<file path="src/verilog/ex_pkg.sv">
package ex_pkg;

    // Width of a CSR address field
    localparam int unsigned CSR_ADDR_WIDTH = 12;

    // ------------------------------------------------------------
    // Operations of the fixed-latency units
    // ------------------------------------------------------------
    typedef enum logic [4:0] {
        // ALU
        ADD       = 5'd0,
        SUB       = 5'd1,
        XORL      = 5'd2,
        ORL       = 5'd3,
        ANDL      = 5'd4,
        SLL       = 5'd5,
        SRL       = 5'd6,
        SRA       = 5'd7,
        SLTS      = 5'd8,
        SLTU      = 5'd9,
        // Multiplier
        MUL       = 5'd16,
        MULH      = 5'd17,
        MULHU     = 5'd18,
        MULHSU    = 5'd19,
        // CSR access
        CSR_READ  = 5'd24,
        CSR_WRITE = 5'd25,
        CSR_SET   = 5'd26,
        CSR_CLEAR = 5'd27
    } fu_op_e;

endpackage

</file>
<file path="src/verilog/fu_data_if.sv">
`timescale 1ns/1ps

// Issued operation, shared by all fixed-latency units
interface fu_data_if #(
    parameter int unsigned XLEN          = 64,
    parameter int unsigned TRANS_ID_BITS = 3
);

    ex_pkg::fu_op_e           operation;
    logic [XLEN-1:0]          operand_a;
    logic [XLEN-1:0]          operand_b;
    logic [TRANS_ID_BITS-1:0] trans_id;  // scoreboard entry to write back to

    modport issue (
        output operation,
        output operand_a,
        output operand_b,
        output trans_id
    );

    modport unit (
        input  operation,
        input  operand_a,
        input  operand_b,
        input  trans_id
    );

endinterface

</file>
<file path="src/verilog/csr_buffer.sv">
`timescale 1ns/1ps

module csr_buffer import ex_pkg::*; (
    input  logic                      clk_i,
    input  logic                      rst_ni,
    input  logic                      flush_i,
    input  logic                      csr_valid_i,
    input  logic                      csr_commit_i,
    fu_data_if.unit                   fu_i,
    output logic                      csr_ready_o,
    output logic [CSR_ADDR_WIDTH-1:0] csr_addr_o
);

    logic                      full_q;
    logic [CSR_ADDR_WIDTH-1:0] csr_addr_q;

    // ------------------------------------------------------------
    // Single entry
    // ------------------------------------------------------------
    // Address sits in operand b until the instruction commits
    always_ff @(posedge clk_i or negedge rst_ni) begin
        if (!rst_ni) begin
            full_q     <= 1'b0;
            csr_addr_q <= '0;
        end else if (flush_i || csr_commit_i) begin
            full_q     <= 1'b0;
            csr_addr_q <= '0;
        end else if (csr_valid_i) begin
            full_q     <= 1'b1;
            csr_addr_q <= fu_i.operand_b[CSR_ADDR_WIDTH-1:0];
        end
    end

    // Full buffer blocks further issue
    assign csr_ready_o = ~full_q;
    assign csr_addr_o  = csr_addr_q;

    // ------------------------------------------------------------
    // Protocol checks
    // ------------------------------------------------------------
    // Issue logic has to respect ready
    a_no_issue_when_full: assert property (
        @(posedge clk_i) disable iff (!rst_ni)
        csr_valid_i |-> !full_q
    ) else $error("csr_buffer: CSR issued while the buffer is full");

    // Commit only for an instruction that was buffered
    a_no_commit_when_empty: assert property (
        @(posedge clk_i) disable iff (!rst_ni)
        csr_commit_i |-> full_q
    ) else $error("csr_buffer: commit while the buffer is empty");

endmodule

</file>
<file path="src/flat_wrapper.sv">
// flat-port wrapper written by rule: the top's interface ports become plain ports
module csr_buffer_flat import ex_pkg::*;
  (clk_i, rst_ni, flush_i, csr_valid_i, csr_commit_i, csr_ready_o, csr_addr_o, fu_i_operation, fu_i_operand_a, fu_i_operand_b, fu_i_trans_id);
  fu_data_if fu_i_i ();
  input  logic clk_i;
  input  logic rst_ni;
  input  logic flush_i;
  input  logic csr_valid_i;
  input  logic csr_commit_i;
  output logic csr_ready_o;
  output logic [CSR_ADDR_WIDTH-1:0] csr_addr_o;
  input wire logic [$bits(fu_i_i.operation)-1:0] fu_i_operation;
  input wire logic [$bits(fu_i_i.operand_a)-1:0] fu_i_operand_a;
  input wire logic [$bits(fu_i_i.operand_b)-1:0] fu_i_operand_b;
  input wire logic [$bits(fu_i_i.trans_id)-1:0] fu_i_trans_id;
  assign fu_i_i.operation = fu_i_operation;
  assign fu_i_i.operand_a = fu_i_operand_a;
  assign fu_i_i.operand_b = fu_i_operand_b;
  assign fu_i_i.trans_id = fu_i_trans_id;
  csr_buffer u_core (.clk_i(clk_i), .rst_ni(rst_ni), .flush_i(flush_i), .csr_valid_i(csr_valid_i), .csr_commit_i(csr_commit_i), .fu_i(fu_i_i), .csr_ready_o(csr_ready_o), .csr_addr_o(csr_addr_o));
endmodule
</file>
<file path="config.mk">
export PLATFORM = sky130hd
export DESIGN_NAME = csr_buffer_flat
export DESIGN_NICKNAME = d
export VERILOG_FILES = /design/src/verilog/ex_pkg.sv /design/src/verilog/fu_data_if.sv /design/src/verilog/csr_buffer.sv /design/src/flat_wrapper.sv
export SDC_FILE = /design/constraint.sdc
export NUM_CORES = 1
export LEC_CHECK = 0
export BUFFER_PORTS_ARGS = -buffer_cell sky130_fd_sc_hd__buf_2
export CORE_AREA = 2 2 59 61
export CTS_CLUSTER_DIAMETER = 200
export DETAILED_ROUTE_END_ITERATION = 12
export DIE_AREA = 0 0 61 63
export GPL_TIMING_DRIVEN = 0
export HOLD_SLACK_MARGIN = 0.15
export PLACE_DENSITY_LB_ADDON = 0.05
export SETUP_SLACK_MARGIN = 0.4
export SLEW_MARGIN = 40
export SYNTH_ARGS = -nofsm -noshare
export SYNTH_HDL_FRONTEND = slang
export SYNTH_SLANG_ARGS = --single-unit
</file>
<file path="constraint.sdc">
create_clock -name clk_i -period 0.8 [get_ports clk_i]
set_input_delay 0.12 -clock clk_i [delete_from_list [all_inputs] [get_ports clk_i]]
set_output_delay 0.12 -clock clk_i [all_outputs]
set_load 0.01 [all_outputs]
</file>
==> qor.txt <==
Status = finished with violations
Failing checks = hold timing, setup timing
Layout Nets = 220
Top cells by area, synth = dfrtp_1 (59%), mux2i_1 (22%), nor2_1 (9.5%), buf_6 (4.1%), buf_12 (3.6%)
Most common cell after layout, fill and taps aside = buf_2
RSZ-0062 raised after global routing = yes
Share of the synthesized area in the top cell type = 58.8%
Max-cap viol count = 0
H-tree depth = 1
Clock Skew = 0 ns
Largest net degree at the start of global routing = 14
Peak supply drop = 0.420 mV
Num rows = 21
Grt total ovfl = 0
Die Ht = 63 µm
Area leader, netlist = dfrtp_1
Hold WS = -0.275 ns
Clock sinks = 13
ANT nets after route = 0
Average size of a mapped cell = 12.6 µm²
Syn Nets = 185
Ant diodes = 0
Die area = 0.00384 mm²
Hold Violations, Final = 13
Post-synthesis sequential area ratio = 58.8%
Clock root buffer = clkbuf_4
Worst-Skew Late Latency = 0.27 ns
CP Launch Type = flip-flop
Netlist Area Pre-Place = 553 µm²
R2R depth = 3
Tcrit/Tclk final = 119%
I/O pin count = 154
CTS buffer count = 3
Slew HR = 79.0%
DR pass1 iterations = 3
Synth cell types = 7
Most frequent cells in the layout = buf_2 (23), nor2_1 (14), dfrtp_1 (13)
Worst-path clk slew = 0.09 ns
Mapped Cells = 44
DRC Markers = 0
Least-Margin Pin Slew = 0.315 ns
Pre-CTS setup slack = -0.0217 ns
Via count = 428
Core area = 0.00323 mm²
WP data required = 0.68 ns
Final worst slack = -0.149 ns
#FFs+latches synth = 13
Tot Pwr = 1.30 mW
Max frequency = 1.05 GHz
CP arrival = 0.83 ns
Die W = 61 µm
Share of post-route cells with drive strength above 1 = 48.7%
Number of DRC markers in iteration 0 = 11
CTS Buffer Depth = 2
Area Overhead vs Synth = 48.9%
Setup violators final = 13
Routed WL per cell = 10.6 µm
DP Area = 751 µm²
Fillers = 356
Number of global-route vias before repair = 477
GRT Total Usage = 8.23%
Cell area power density = 1580 mW/mm²
Synth warn = 0
TritonCTS clock tree = yes
Max-slew violation count = 0
First-pass GRT wire length = 2320 µm
Worst min-delay path category = in2async
Minimum clock period = 0.949 ns
Starting Density = 17.1%
Crit path capture type = output pin
Worst Path Max Fanout = 2
Final non-filler cell total = 124
Post-DP HPWL = 1000 µm
Static Leakage = 0.452 nW
I/O Buffers = 28
Gp weighted congestion = 0.588
Final core occ = 25.5%
Vias/cell = 3.45
Post-route cell area = 823 µm²
Placed Cells = 118
Crit path kind = reg2out
Initial antenna violation count = 0
Final wirelength = 1320 µm
[report_power, final]
part	leakage [nW]	total, mW	switching [mW]	internal, mW
Clock	0.0150	0.418	0.225	0.193
Combinational	0.259	0.195	0.0876	0.107
Sequential	0.178	0.690	0.0120	0.678
[kinds of logic after synthesis]
kind of cell,share of synthesized area [%]
multiplexers,21.7
buffers and inverters,8.37
AND/OR/NAND/NOR,11.1
flip-flops,58.8
[state kept, by name, summed over array words and instances, names as in the netlist]
register / count
u_core.csr_addr_o: 12
u_core.full_q: 1
[layout make-up]
| class | instances | area, µm² | share of cell area, % |
|---|---|---|---|
| buffer | 3 | 42.5 | 5.17 |
| tap | 46 | 57.6 | 6.99 |
| inverter | 1 | 3.75 | 0.456 |
| timing repair buffer | 30 | 186 | 22.6 |
| multi-input combinational | 27 | 181 | 22.0 |
| sequential | 13 | 325 | 39.5 |
| clock buffer | 4 | 26.3 | 3.19 |
[critical path, stage by stage, from the launching register on]
cell     delay, ns
dfrtp_1       0.40
inv_2         0.06
buf_6         0.09
[layer usage]
layer | wire length (µm) | vias to the layer above | share of wire (%) | GRT usage, %
met5 | 0 | - | 0 | 0
met4 | 4 | 0 | 0.30 | 3.26
met3 | 131 | 2 | 10 | 3.31
met2 | 583 | 18 | 44 | 11.7
met1 | 596 | 200 | 45 | 11.0
li1 | - | 208 | - | -
[Yosys cell counts (all sizes together)]
library cell  count
buf               3
dfrtp            13
inv               1
mux2i            12
nor2             14
or2               1
[per-stage QoR]
step,TNS (ns),hold slack (ns)
after global placement,-0.0165,0.0399
final,-1.51,-0.275
after floorplan,0,-0.176
after CTS,-1.75,-0.272
after detailed placement,-0.118,0.0367
after global routing,-2.15,-0.264
[timing repair]
action / CTS / global route
gates resized for setup: 1 / 4
pin swaps: 0 / 4
endpoints found under the setup margin: 26 / 26
endpoints found under the hold margin: 25 / 25
setup buffers: 2 / 0
[path summary, 6_finish.rpt]
check	start	end	slack [ns]
max in group asynchronous	rst_ni	u_core.csr_addr_o[7]	0.84
min reg2reg	u_core.csr_addr_o[0]	u_core.csr_addr_o[0]	0.52
min	rst_ni	u_core.csr_addr_o[9]	-0.27
min in group clk_i	fu_i_operand_b[8]	u_core.csr_addr_o[8]	0.08
max	u_core.full_q	csr_ready_o	-0.15
max reg2reg	u_core.csr_addr_o[6]	u_core.csr_addr_o[6]	0.01
Power figures use the tool's default switching activity.
