## src/verilog/ex_pkg.sv

```systemverilog
package ex_pkg;

    // Width of a CSR address field
    localparam int unsigned CSR_ADDR_WIDTH = 12;

    // ------------------------------------------------------------
    // Operations of the fixed-latency units
    // ------------------------------------------------------------
    typedef enum logic [4:0] {
        // ALU
        ADD       = 5'd0,
        SUB       = 5'd1,
        XORL      = 5'd2,
        ORL       = 5'd3,
        ANDL      = 5'd4,
        SLL       = 5'd5,
        SRL       = 5'd6,
        SRA       = 5'd7,
        SLTS      = 5'd8,
        SLTU      = 5'd9,
        // Multiplier
        MUL       = 5'd16,
        MULH      = 5'd17,
        MULHU     = 5'd18,
        MULHSU    = 5'd19,
        // CSR access
        CSR_READ  = 5'd24,
        CSR_WRITE = 5'd25,
        CSR_SET   = 5'd26,
        CSR_CLEAR = 5'd27
    } fu_op_e;

endpackage

```

## src/verilog/fu_data_if.sv

```systemverilog
`timescale 1ns/1ps

// Issued operation, shared by all fixed-latency units
interface fu_data_if #(
    parameter int unsigned XLEN          = 64,
    parameter int unsigned TRANS_ID_BITS = 3
);

    ex_pkg::fu_op_e           operation;
    logic [XLEN-1:0]          operand_a;
    logic [XLEN-1:0]          operand_b;
    logic [TRANS_ID_BITS-1:0] trans_id;  // scoreboard entry to write back to

    modport issue (
        output operation,
        output operand_a,
        output operand_b,
        output trans_id
    );

    modport unit (
        input  operation,
        input  operand_a,
        input  operand_b,
        input  trans_id
    );

endinterface

```

## src/verilog/alu.sv

```systemverilog
`timescale 1ns/1ps

module alu import ex_pkg::*; #(
    parameter int unsigned XLEN = 64
) (
    fu_data_if.unit         fu_i,
    output logic [XLEN-1:0] result_o
);

    localparam int unsigned SHAMT_WIDTH = $clog2(XLEN);

    logic                   is_sub;
    logic [XLEN-1:0]        adder_b;
    logic [XLEN-1:0]        adder_result;
    logic [SHAMT_WIDTH-1:0] shamt;
    logic [XLEN-1:0]        shift_left;
    logic [XLEN-1:0]        shift_right_logic;
    logic [XLEN-1:0]        shift_right_arith;
    logic                   less_signed;
    logic                   less_unsigned;

    // ------------------------------------------------------------
    // Adder
    // ------------------------------------------------------------
    // Subtraction as a + ~b + 1
    assign is_sub       = (fu_i.operation == SUB);
    assign adder_b      = is_sub ? ~fu_i.operand_b : fu_i.operand_b;
    assign adder_result = fu_i.operand_a + adder_b + XLEN'(is_sub);

    // ------------------------------------------------------------
    // Shifter
    // ------------------------------------------------------------
    // Only the low bits of operand b count
    assign shamt             = fu_i.operand_b[SHAMT_WIDTH-1:0];
    assign shift_left        = fu_i.operand_a << shamt;
    assign shift_right_logic = fu_i.operand_a >> shamt;
    assign shift_right_arith = $unsigned($signed(fu_i.operand_a) >>> shamt);

    // Comparisons
    assign less_signed   = $signed(fu_i.operand_a) < $signed(fu_i.operand_b);
    assign less_unsigned = fu_i.operand_a < fu_i.operand_b;

    // Result select
    always_comb begin
        case (fu_i.operation)
            ADD, SUB: begin
                result_o = adder_result;
            end
            XORL:     result_o = fu_i.operand_a ^ fu_i.operand_b;
            ORL:      result_o = fu_i.operand_a | fu_i.operand_b;
            ANDL:     result_o = fu_i.operand_a & fu_i.operand_b;
            SLL:      result_o = shift_left;
            SRL:      result_o = shift_right_logic;
            SRA:      result_o = shift_right_arith;
            // Set-less-than zero-extended to the full width
            SLTS: begin
                result_o = {{(XLEN-1){1'b0}}, less_signed};
            end
            SLTU: begin
                result_o = {{(XLEN-1){1'b0}}, less_unsigned};
            end
            default: begin
                result_o = '0;
            end
        endcase
    end

endmodule

```

## src/flat_wrapper.sv

```systemverilog
// flat-port wrapper written by rule: the top's interface ports become plain ports
module alu_flat import ex_pkg::*;
#(
    parameter int unsigned XLEN = 64
)
  (result_o, fu_i_operation, fu_i_operand_a, fu_i_operand_b, fu_i_trans_id);
  fu_data_if #(.XLEN(XLEN)) fu_i_i ();
  output logic [XLEN-1:0] result_o;
  input wire logic [$bits(fu_i_i.operation)-1:0] fu_i_operation;
  input wire logic [$bits(fu_i_i.operand_a)-1:0] fu_i_operand_a;
  input wire logic [$bits(fu_i_i.operand_b)-1:0] fu_i_operand_b;
  input wire logic [$bits(fu_i_i.trans_id)-1:0] fu_i_trans_id;
  assign fu_i_i.operation = fu_i_operation;
  assign fu_i_i.operand_a = fu_i_operand_a;
  assign fu_i_i.operand_b = fu_i_operand_b;
  assign fu_i_i.trans_id = fu_i_trans_id;
  alu #(.XLEN(XLEN)) u_core (.fu_i(fu_i_i), .result_o(result_o));
endmodule
```

## config.mk

```make
export PLATFORM = sky130hd
export DESIGN_NAME = alu_flat
export DESIGN_NICKNAME = d
export VERILOG_FILES = /design/src/verilog/ex_pkg.sv /design/src/verilog/fu_data_if.sv /design/src/verilog/alu.sv /design/src/flat_wrapper.sv
export SDC_FILE = /design/constraint.sdc
export NUM_CORES = 1
export LEC_CHECK = 0
export ABC_AREA = 1
export BUFFER_PORTS_ARGS = -buffer_cell sky130_fd_sc_hd__buf_2
export CAP_MARGIN = 20
export CELL_PAD_IN_SITES_DETAIL_PLACEMENT = 0
export CELL_PAD_IN_SITES_GLOBAL_PLACEMENT = 2
export CORE_ASPECT_RATIO = 0.75
export CORE_MARGIN = 3
export CORE_UTILIZATION = 28
export DETAILED_ROUTE_END_ITERATION = 8
export PLACE_DENSITY = 0.81
export SLEW_MARGIN = 20
export SYNTH_ARGS = -nofsm -noshare
export SYNTH_HDL_FRONTEND = slang
export SYNTH_SLANG_ARGS = --single-unit
```

## constraint.sdc

```tcl
create_clock -name vclk -period 4.35
set_input_delay 0.87 -clock vclk [all_inputs]
set_output_delay 0.87 -clock vclk [all_outputs]
set_load 0.05 [all_outputs]
```

==> results.md <==
* Syn Inst Count at 3629
* Starting Density at 28.50%
* Syn nets at 4028
* Worst Hold Class: input pin to output pin
* Sequential cells at 0
* Leak Pwr at 15.21 nW
* Die area at 70120 µm²
* Drt first pass iters at 6
* Clkbuf count at 0
* Storage cell area at 0 µm²
* # nets final at 4809
* Share of the synthesized area in the top cell type at 22.71%
* Placeable Area at 65770 µm²
* PD cells at 139.4 nW/µm²
* DRC at 0
* Measured slew at the worst slew-check pin at 998.8 ps
* Unique cell type count in the Yosys netlist at 54
* Cell Int Power at 1.711 mW
* Clock power share at 0%
* Die width at 304.8 µm
* Die height at 230.1 µm
* Ranking of synthesized cells by area: nand2_1 (23%), ha_1 (17%), nand3_1 (7.9%)
* Largest net degree at the start of global routing at 118
* Critical Path Fanout Max at 6
* CP startpoint kind: input pin
* Initial antenna violation count at 8
* Mapped Area at 18750 µm²
* Worst VDD drop at 0.00009706 V
* CP max stage delay at 380 ps
* Hold_buf cts at 0
* First-pass GRT wire length at 177300 µm
* Warnings, synthesis at 0
* Sequential Power Share at 0%
* Delay-heaviest family, CP: buffers and inverters
* Seq/Total Area, Yosys at 0%
* Grt ovf at 0
* Via Count at 28.60k
* Fraction of layout cells with a size suffix above 1 at 35.16%
* Setup CP Type: input pin to output pin
* Final setup viols at 62
* Post-route setup slack at -490.0 ps
* Final hold violation count at 0
* Worst endpoint required time at 3480 ps
* Critical Path Slowest Stage Cell: fa_2
* Final non-filler cell total at 5281
* Post-Syn Area per Cell at 5.165 µm²
* WL final at 128000 µm
* Max Fclk at 0.2066 GHz
* Layout fillers at 7130
* Final Slew Violations at 0
* Area leader, netlist: nand2_1
* Vias per std cell at 5.416
* Worst slew margin at 31.69%
* Io pins at 200
* RSZ-0062 raised after global routing: yes
* Status: complete, but fails checks
* Min cycle time layout at 4840 ps
* Switching power at 2.548 mW
* Tcrit/Tclk final at 111.3%
* Crit path buf inv count at 7
* Failing checks: negative setup slack
* DPL Wire Length at 104700 µm
* Net Sw Frac at 59.84%
* Global Route Usage Sum at 34.01%
* Row cnt at 81
* Area Overhead vs Synth at 63.02%
* Critical Path, Cell by Cell: buf_8, nor2_4, nand2_2, nor2_4, buf_12, buf_12, xor2_4, fa_2, inv_2, nand3_2, buf_4, nand2_4, a21oi_4, o21ai_4, a21o_1, buf_6, nand2_1, nand3_2, nand4_1, buf_6
* Crit path capture type: output pin
* Placer Congestion at 1.049
* Total chip power at 4.259 mW
* Vias in the first global route at 25.75k
* Initial drt markers at 3434
* Comb power frac at 100.0%
* Routed len/inst at 24.25 µm
* Placed cell count at 5206
* Place WS at -729.6 ps
* Critical path arrival at 3970 ps
* I/O Buffers at 197
* Post-DRT Antenna Nets at 0
* Max Cap Viol at 0
-- layout make-up --
type / instances / area, µm² / area share, %
tap: 871 / 1090 / 3.566
inverter: 392 / 1488 / 4.868
timing repair buffer: 961 / 8319 / 27.22
antenna: 2 / 5.005 / 0.01638
multi-input combinational: 3055 / 19660 / 64.33
-- worst min-delay path: stages --
cell and delay (ps):
buf_6 80, inv_1 50, nand4_1 80, nor2_1 50, nand3_1 70, nand2_1 50
buf_4 190
-- Yosys cell counts (all sizes together) --
cell	count
nand2	1136
o21ai	473
inv	390
nand3	297
nor2	272
ha	262
a21oi	248
buf	110
clkbuf	72
xor2	63
o211ai	47
or2	27
nand4	24
nor3	23
o21a	22
nand3b	20
a221oi	19
mux2i	16
o22ai	16
a211oi	15
a21o	13
a31oi	12
o21bai	8
nor4	6
a21boi	5
o2111ai	5
a311oi	4
o221ai	4
o311ai	3
o31ai	3
a2111oi	2
clkinv	2
xnor2	2
a211o	1
a221o	1
a22o	1
a22oi	1
and2	1
and3	1
fa	1
o211a	1
-- cell families after synthesis --
group | share of synthesized area, %
and+or+nand+nor | 39.60
AOI/OAI and AO/OA | 26.77
buffers and inverters | 12.15
adders and majority gates | 17.59
xor gates and xnor gates | 3.037
muxes | 0.8543
-- cells in the final DEF, fill, tap and decap left out, types with 71 or more instances in the layout --
cell type and n:
nand2_1 1020, buf_4 670, inv_1 337, ha_1 232, nand3_1 231, o21ai_0 210, o21ai_1 203, nor2_1 167
a21oi_1 154, buf_2 124, nand2_2 86, buf_6 75, a21oi_2 71
-- power by group through the flow --
stage	sequential [mW]	combinational [mW]	clock (mW)
CTS	0	3.78	0
global placement	0	3.41	0
global route	0	4.52	0
finish	0	4.26	0.0000000617
detailed placement	0	3.41	0
floorplan	0	1.68	0
-- path summary, 6_finish.rpt --
kind                       end  slack (ps)              start  cells past startpoint
hold / removal     result_o[0]        2310  fu_i_operation[1]                      7
setup / recovery  result_o[28]        -490  fu_i_operation[4]                     20
-- metal layers --
metal	GRT usage, %	wire, µm	part of all wire [%]	vias up
met5	0	41	0.032	-
met4	10.14	4519	3.5	6
met3	6.427	13660	11	135
met2	49.38	52230	41	1438
met1	50.13	57600	45	13430
li1	-	-	-	13590
-- metrics by stage --
| stage | utilization, % | TNS (ps) | hold slack (ps) | cell area [µm²] |
|---|---|---|---|---|
| floorplan | - | -2.821 | 2107 | 18830 |
| global placement | 39.79 | -32820 | 2343 | 26170 |
| detailed placement | 39.79 | -34280 | 2355 | 26170 |
| CTS | 43.27 | -16340 | 2292 | 28460 |
| global route | 46.45 | -24490 | 2350 | 30550 |
| finish | 46.46 | -18400 | 2310 | 30560 |
-- timing repair --
item / 4_1_cts / 5_1_grt
resized for setup: 544 / 414
buffers inserted: 47 / 38
pin swaps: 149 / 195
cloned: 5 / 3
setup endpoints to repair: 64 / 64
endpoints found under the hold margin: 0 / 0
No activity file was read; power rests on OpenSTA's default activity.
