==> config.mk <==
export PLATFORM = sky130hd
export DESIGN_NAME = flu_writeback_flat
export DESIGN_NICKNAME = d
export VERILOG_FILES = /design/src/verilog/ex_pkg.sv /design/src/verilog/fu_data_if.sv /design/src/verilog/flu_writeback.sv /design/src/flat_wrapper.sv
export SDC_FILE = /design/constraint.sdc
export NUM_CORES = 1
export LEC_CHECK = 0
export BUFFER_PORTS_ARGS = -buffer_cell sky130_fd_sc_hd__buf_2
export CAP_MARGIN = 0
export CORE_AREA = 2 2 132 134
export DETAILED_ROUTE_END_ITERATION = 10
export DIE_AREA = 0 0 134 136
export SYNTH_ARGS = -nofsm -noshare
export SYNTH_HDL_FRONTEND = slang
export SYNTH_SLANG_ARGS = --single-unit
==> constraint.sdc <==
create_clock -name vclk -period 0.8
set_clock_uncertainty 0.1 [all_clocks]
set_input_delay 0.08 -clock vclk [all_inputs]
set_output_delay 0.08 -clock vclk [all_outputs]
set_load 0.03 [all_outputs]
==> src/verilog/ex_pkg.sv <==
package ex_pkg;

    // Width of a CSR address field
    localparam int unsigned CSR_ADDR_WIDTH = 12;

    // ------------------------------------------------------------
    // Operations of the fixed-latency units
    // ------------------------------------------------------------
    typedef enum logic [4:0] {
        // ALU
        ADD       = 5'd0,
        SUB       = 5'd1,
        XORL      = 5'd2,
        ORL       = 5'd3,
        ANDL      = 5'd4,
        SLL       = 5'd5,
        SRL       = 5'd6,
        SRA       = 5'd7,
        SLTS      = 5'd8,
        SLTU      = 5'd9,
        // Multiplier
        MUL       = 5'd16,
        MULH      = 5'd17,
        MULHU     = 5'd18,
        MULHSU    = 5'd19,
        // CSR access
        CSR_READ  = 5'd24,
        CSR_WRITE = 5'd25,
        CSR_SET   = 5'd26,
        CSR_CLEAR = 5'd27
    } fu_op_e;

endpackage

==> src/verilog/fu_data_if.sv <==
`timescale 1ns/1ps

// Issued operation, shared by all fixed-latency units
interface fu_data_if #(
    parameter int unsigned XLEN          = 64,
    parameter int unsigned TRANS_ID_BITS = 3
);

    ex_pkg::fu_op_e           operation;
    logic [XLEN-1:0]          operand_a;
    logic [XLEN-1:0]          operand_b;
    logic [TRANS_ID_BITS-1:0] trans_id;  // scoreboard entry to write back to

    modport issue (
        output operation,
        output operand_a,
        output operand_b,
        output trans_id
    );

    modport unit (
        input  operation,
        input  operand_a,
        input  operand_b,
        input  trans_id
    );

endinterface

==> src/verilog/flu_writeback.sv <==
`timescale 1ns/1ps

module flu_writeback import ex_pkg::*; #(
    parameter int unsigned XLEN          = 64,
    parameter int unsigned TRANS_ID_BITS = 3
) (
    input  logic                     alu_valid_i,
    input  logic                     csr_valid_i,
    fu_data_if.unit                  fu_i,
    input  logic [XLEN-1:0]          alu_result_i,
    input  logic                     mult_valid_i,
    input  logic [XLEN-1:0]          mult_result_i,
    input  logic [TRANS_ID_BITS-1:0] mult_trans_id_i,
    output logic [XLEN-1:0]          flu_result_o,
    output logic [TRANS_ID_BITS-1:0] flu_trans_id_o,
    output logic                     flu_valid_o
);

    logic [2:0] source_valid;

    assign source_valid = {alu_valid_i, csr_valid_i, mult_valid_i};
    assign flu_valid_o  = alu_valid_i | csr_valid_i | mult_valid_i;

    // ------------------------------------------------------------
    // Result mux
    // ------------------------------------------------------------
    always_comb begin
        flu_trans_id_o = fu_i.trans_id;
        if (alu_valid_i) begin
            flu_result_o = alu_result_i;
        end else if (csr_valid_i) begin
            // CSR value is returned as operand a
            flu_result_o = fu_i.operand_a;
        end else begin
            flu_result_o = mult_result_i;
            if (mult_valid_i) begin
                // Multiply belongs to the previous issue
                flu_trans_id_o = mult_trans_id_i;
            end
        end
    end

    // ------------------------------------------------------------
    // Port sharing checks
    // ------------------------------------------------------------
    // No ALU or CSR issue in the cycle a multiply result emerges
    a_single_source: assert final (
        $isunknown(source_valid) || $onehot0(source_valid)
    ) else $error("flu_writeback: more than one result source valid");

    // Strobe and operation must name the same unit
    a_op_matches_unit: assert final (
        (alu_valid_i !== 1'b1 ||
         fu_i.operation inside {ADD, SUB, XORL, ORL, ANDL, SLL, SRL, SRA, SLTS, SLTU}) &&
        (csr_valid_i !== 1'b1 ||
         fu_i.operation inside {CSR_READ, CSR_WRITE, CSR_SET, CSR_CLEAR})
    ) else $error("flu_writeback: operation does not match the valid strobe");

endmodule

==> src/flat_wrapper.sv <==
// flat-port wrapper written by rule: the top's interface ports become plain ports
module flu_writeback_flat import ex_pkg::*;
#(
    parameter int unsigned XLEN          = 64,
    parameter int unsigned TRANS_ID_BITS = 3
)
  (alu_valid_i, csr_valid_i, alu_result_i, mult_valid_i, mult_result_i, mult_trans_id_i, flu_result_o, flu_trans_id_o, flu_valid_o, fu_i_operation, fu_i_operand_a, fu_i_operand_b, fu_i_trans_id);
  fu_data_if #(.XLEN(XLEN), .TRANS_ID_BITS(TRANS_ID_BITS)) fu_i_i ();
  input  logic alu_valid_i;
  input  logic csr_valid_i;
  input  logic [XLEN-1:0] alu_result_i;
  input  logic mult_valid_i;
  input  logic [XLEN-1:0] mult_result_i;
  input  logic [TRANS_ID_BITS-1:0] mult_trans_id_i;
  output logic [XLEN-1:0] flu_result_o;
  output logic [TRANS_ID_BITS-1:0] flu_trans_id_o;
  output logic flu_valid_o;
  input wire logic [$bits(fu_i_i.operation)-1:0] fu_i_operation;
  input wire logic [$bits(fu_i_i.operand_a)-1:0] fu_i_operand_a;
  input wire logic [$bits(fu_i_i.operand_b)-1:0] fu_i_operand_b;
  input wire logic [$bits(fu_i_i.trans_id)-1:0] fu_i_trans_id;
  assign fu_i_i.operation = fu_i_operation;
  assign fu_i_i.operand_a = fu_i_operand_a;
  assign fu_i_i.operand_b = fu_i_operand_b;
  assign fu_i_i.trans_id = fu_i_trans_id;
  flu_writeback #(.XLEN(XLEN), .TRANS_ID_BITS(TRANS_ID_BITS)) u_core (.alu_valid_i(alu_valid_i), .csr_valid_i(csr_valid_i), .fu_i(fu_i_i), .alu_result_i(alu_result_i), .mult_valid_i(mult_valid_i), .mult_result_i(mult_result_i), .mult_trans_id_i(mult_trans_id_i), .flu_result_o(flu_result_o), .flu_trans_id_o(flu_trans_id_o), .flu_valid_o(flu_valid_o));
endmodule
==> results.sh <==
export IMPL_status="complete, but fails checks"
export IMPL_violations="setup timing"
export IMPL_power_density_nw_per_um2=729
export IMPL_peakVddDrop_uv=372
export IMPL_multiInputGateArea_um2=2120
export IMPL_io_pins=338
export IMPL_worst_slack_ns=-0.371
export IMPL_routed_wl_met2_um=6380
export IMPL_diodes=0
export IMPL_synth_area_leaders="mux2i_1 (45%), o21ai_1 (22%), nand2_1 (17%)"
export IMPL_drv_cap=0
export IMPL_clock_buffers=0
export IMPL_hold_class="in -> out"
export IMPL_via_per_inst=3.86
export IMPL_cts_hold_buf=0
export IMPL_core_region_area_um2=16900
export IMPL_path_class="in -> out"
export IMPL_num_vias=2840
export IMPL_track_usage_pct=9.98
export IMPL_grt_pass1_vias=2728
export IMPL_startpoint_type="input port"
export IMPL_drt_initial_drc_count=41
export IMPL_numSequentialCells=0
export IMPL_gp_congestion=0.773
export IMPL_io_buffer_count=269
export IMPL_power_total_mw=3.70
export IMPL_place_area_um2=3420
export IMPL_start_util_pct=8.50
export IMPL_die_h_um=136
export IMPL_cpPeakStageDelay_ns=0.34
export IMPL_synth_nets=488
export IMPL_cp_cell_sequence="buf_16, nor3b_4, mux2_4, buf_6"
export IMPL_grt_max_degree=22
export IMPL_syn_cell_area_um2=1430
export IMPL_critPathCaptureType="output pin"
export IMPL_cell_internal_pwr_mw=1.89
export IMPL_seqCellArea_um2=0
export IMPL_leakagePower_nw=2.43
export IMPL_cp_slowest_cell="mux2_4"
export IMPL_wl_per_cell_um=15.3
export IMPL_synth_top_cell_by_area="mux2i_1"
export IMPL_p_seq_share_pct=0
export IMPL_fp_dieArea_um2=18200
export IMPL_final_setup_viol_count=68
export IMPL_switchingPower_mw=1.81
export IMPL_grt_pass1_wl_um=14200
export IMPL_ys_warnings_count=0
export IMPL_cp_required_ns=0.62
export IMPL_drive_gt1_share_pct=88.5
export IMPL_switching_share_pct=49.0
export IMPL_wl_met1_um=3920
export IMPL_die_w_um=134
export IMPL_fin_hold_ws_ns=0.367
export IMPL_timing_slew_headroom_pct=79.6
export IMPL_drt_total_wl_um=11200
export IMPL_max_freq_mhz=854
export IMPL_fin_util_pct=30.1
export IMPL_synth_cells=218
export IMPL_tightest_slew_ns=0.298
export IMPL_ant_nets=0
export IMPL_finalMaxSlewViolations=0
export IMPL_pwr_share_comb_pct=100.0
export IMPL_highest_signal_layer="met4"
export IMPL_ys_seq_area_share_pct=0
export IMPL_fin_crit_ns=1.17
export IMPL_fin_area_um2=5070
export IMPL_crit_path_max_fanout=5
export IMPL_final_nets=783
export IMPL_finalCritPeriodShare_pct=146
export IMPL_rsz0062_at_grt="yes"
export IMPL_syn_area_per_cell_um2=6.58
export IMPL_final_hold_violation_count=0
export IMPL_crit_arrival_ns=0.99
export IMPL_wl_met3_um=842
export IMPL_drc=0
export IMPL_fill_cells=1745
export IMPL_num_rows=48
export IMPL_antenna_found_initial=0
export IMPL_clock_power_share_pct=0
export IMPL_yosysUniqueCellTypes=12
export IMPL_firstDrtPassIters=4
export IMPL_dp_hpwl_um=7040
export IMPL_area_growth_pct=254
export IMPL_synth_top_area_share_pct=44.7
export IMPL_globalRouteOverflowTotal=0
==> final cells by class <==
type,count,share of cell area (%)
Timing Repair Buffer,314,52.7
Multi-Input combinational cell,197,41.8
Tap cell,225,5.55
==> layer usage <==
metal,vias to the layer above,track usage [%]
li1,1378,-
met1,1278,10.4
met2,176,21.5
met3,8,1.27
met4,0,0.887
met5,-,0
==> repair_timing <==
item	4_1_cts	5_1_grt
gates resized for setup	212	95
buffers inserted	6	1
cloned	9	8
pin swaps	10	24
endpoints found under the setup margin	68	68
==> final timing paths <==
kind	startpoint	to	slack, ns	cells past startpoint
setup / recovery	csr_valid_i	flu_trans_id_o[1]	-0.37	4
hold / removal	alu_result_i[54]	flu_result_o[54]	0.37	4
==> kinds of logic after synthesis <==
logic type / count (synthesis) / synth area share [%]
mux: 67 / 47.0
compound gates: 64 / 22.3
simple gates: 66 / 18.1
buf+inv: 21 / 12.6
==> cells in the mapped netlist, drive strengths merged <==
master	number
mux2	3
buf	18
nand2	64
nor3b	1
o21ai	64
or3	1
clkbuf	3
mux2i	64
==> stage by stage <==
stage	instances	TNS, ns	worst slack [ns]
after floorplan	218	-8.39	-0.160
after global placement	714	-24.50	-0.479
after detailed placement	714	-25.47	-0.486
after CTS	729	-18.48	-0.377
after global routing	736	-20.72	-0.389
final	736	-18.82	-0.371
==> cell usage in the layout, fill, tap and decap left out <==
| cell | synthesis | layout |
|---|---|---|
| nand2_2 | 0 | 17 |
| nand2_1 | 64 | 32 |
| buf_16 | 0 | 11 |
| mux2_4 | 0 | 3 |
| o21ai_2 | 0 | 39 |
| o21ai_4 | 0 | 25 |
| bufbuf_16 | 0 | 1 |
| mux2i_4 | 0 | 14 |
| buf_12 | 4 | 10 |
| buf_4 | 1 | 4 |
| nor3b_4 | 0 | 1 |
| buf_8 | 1 | 7 |
| or3_4 | 0 | 1 |
| clkbuf_16 | 0 | 6 |
| mux2i_2 | 0 | 23 |
| buf_6 | 1 | 76 |
| buf_2 | 11 | 199 |
| nand2_4 | 0 | 15 |
| mux2i_1 | 64 | 27 |
==> power groups by stage <==
stage          sequential [mW]  combinational [mW]  clock, mW
2_1_floorplan                0                1.49          0
3_3_place_gp                 0                2.38          0
3_5_place_dp                 0                2.41          0
4_1_cts                      0                3.29          0
5_1_grt                      0                3.89          0
6_report                     0                3.70          0
==> critical path, delay by kind of cell <==
kind | cells | cell delay (ns)
AND/OR/NAND/NOR | 1 | 0.31
multiplexers | 1 | 0.34
buffers and inverters | 2 | 0.26
Note: power is estimated with default switching activity, not from simulation.
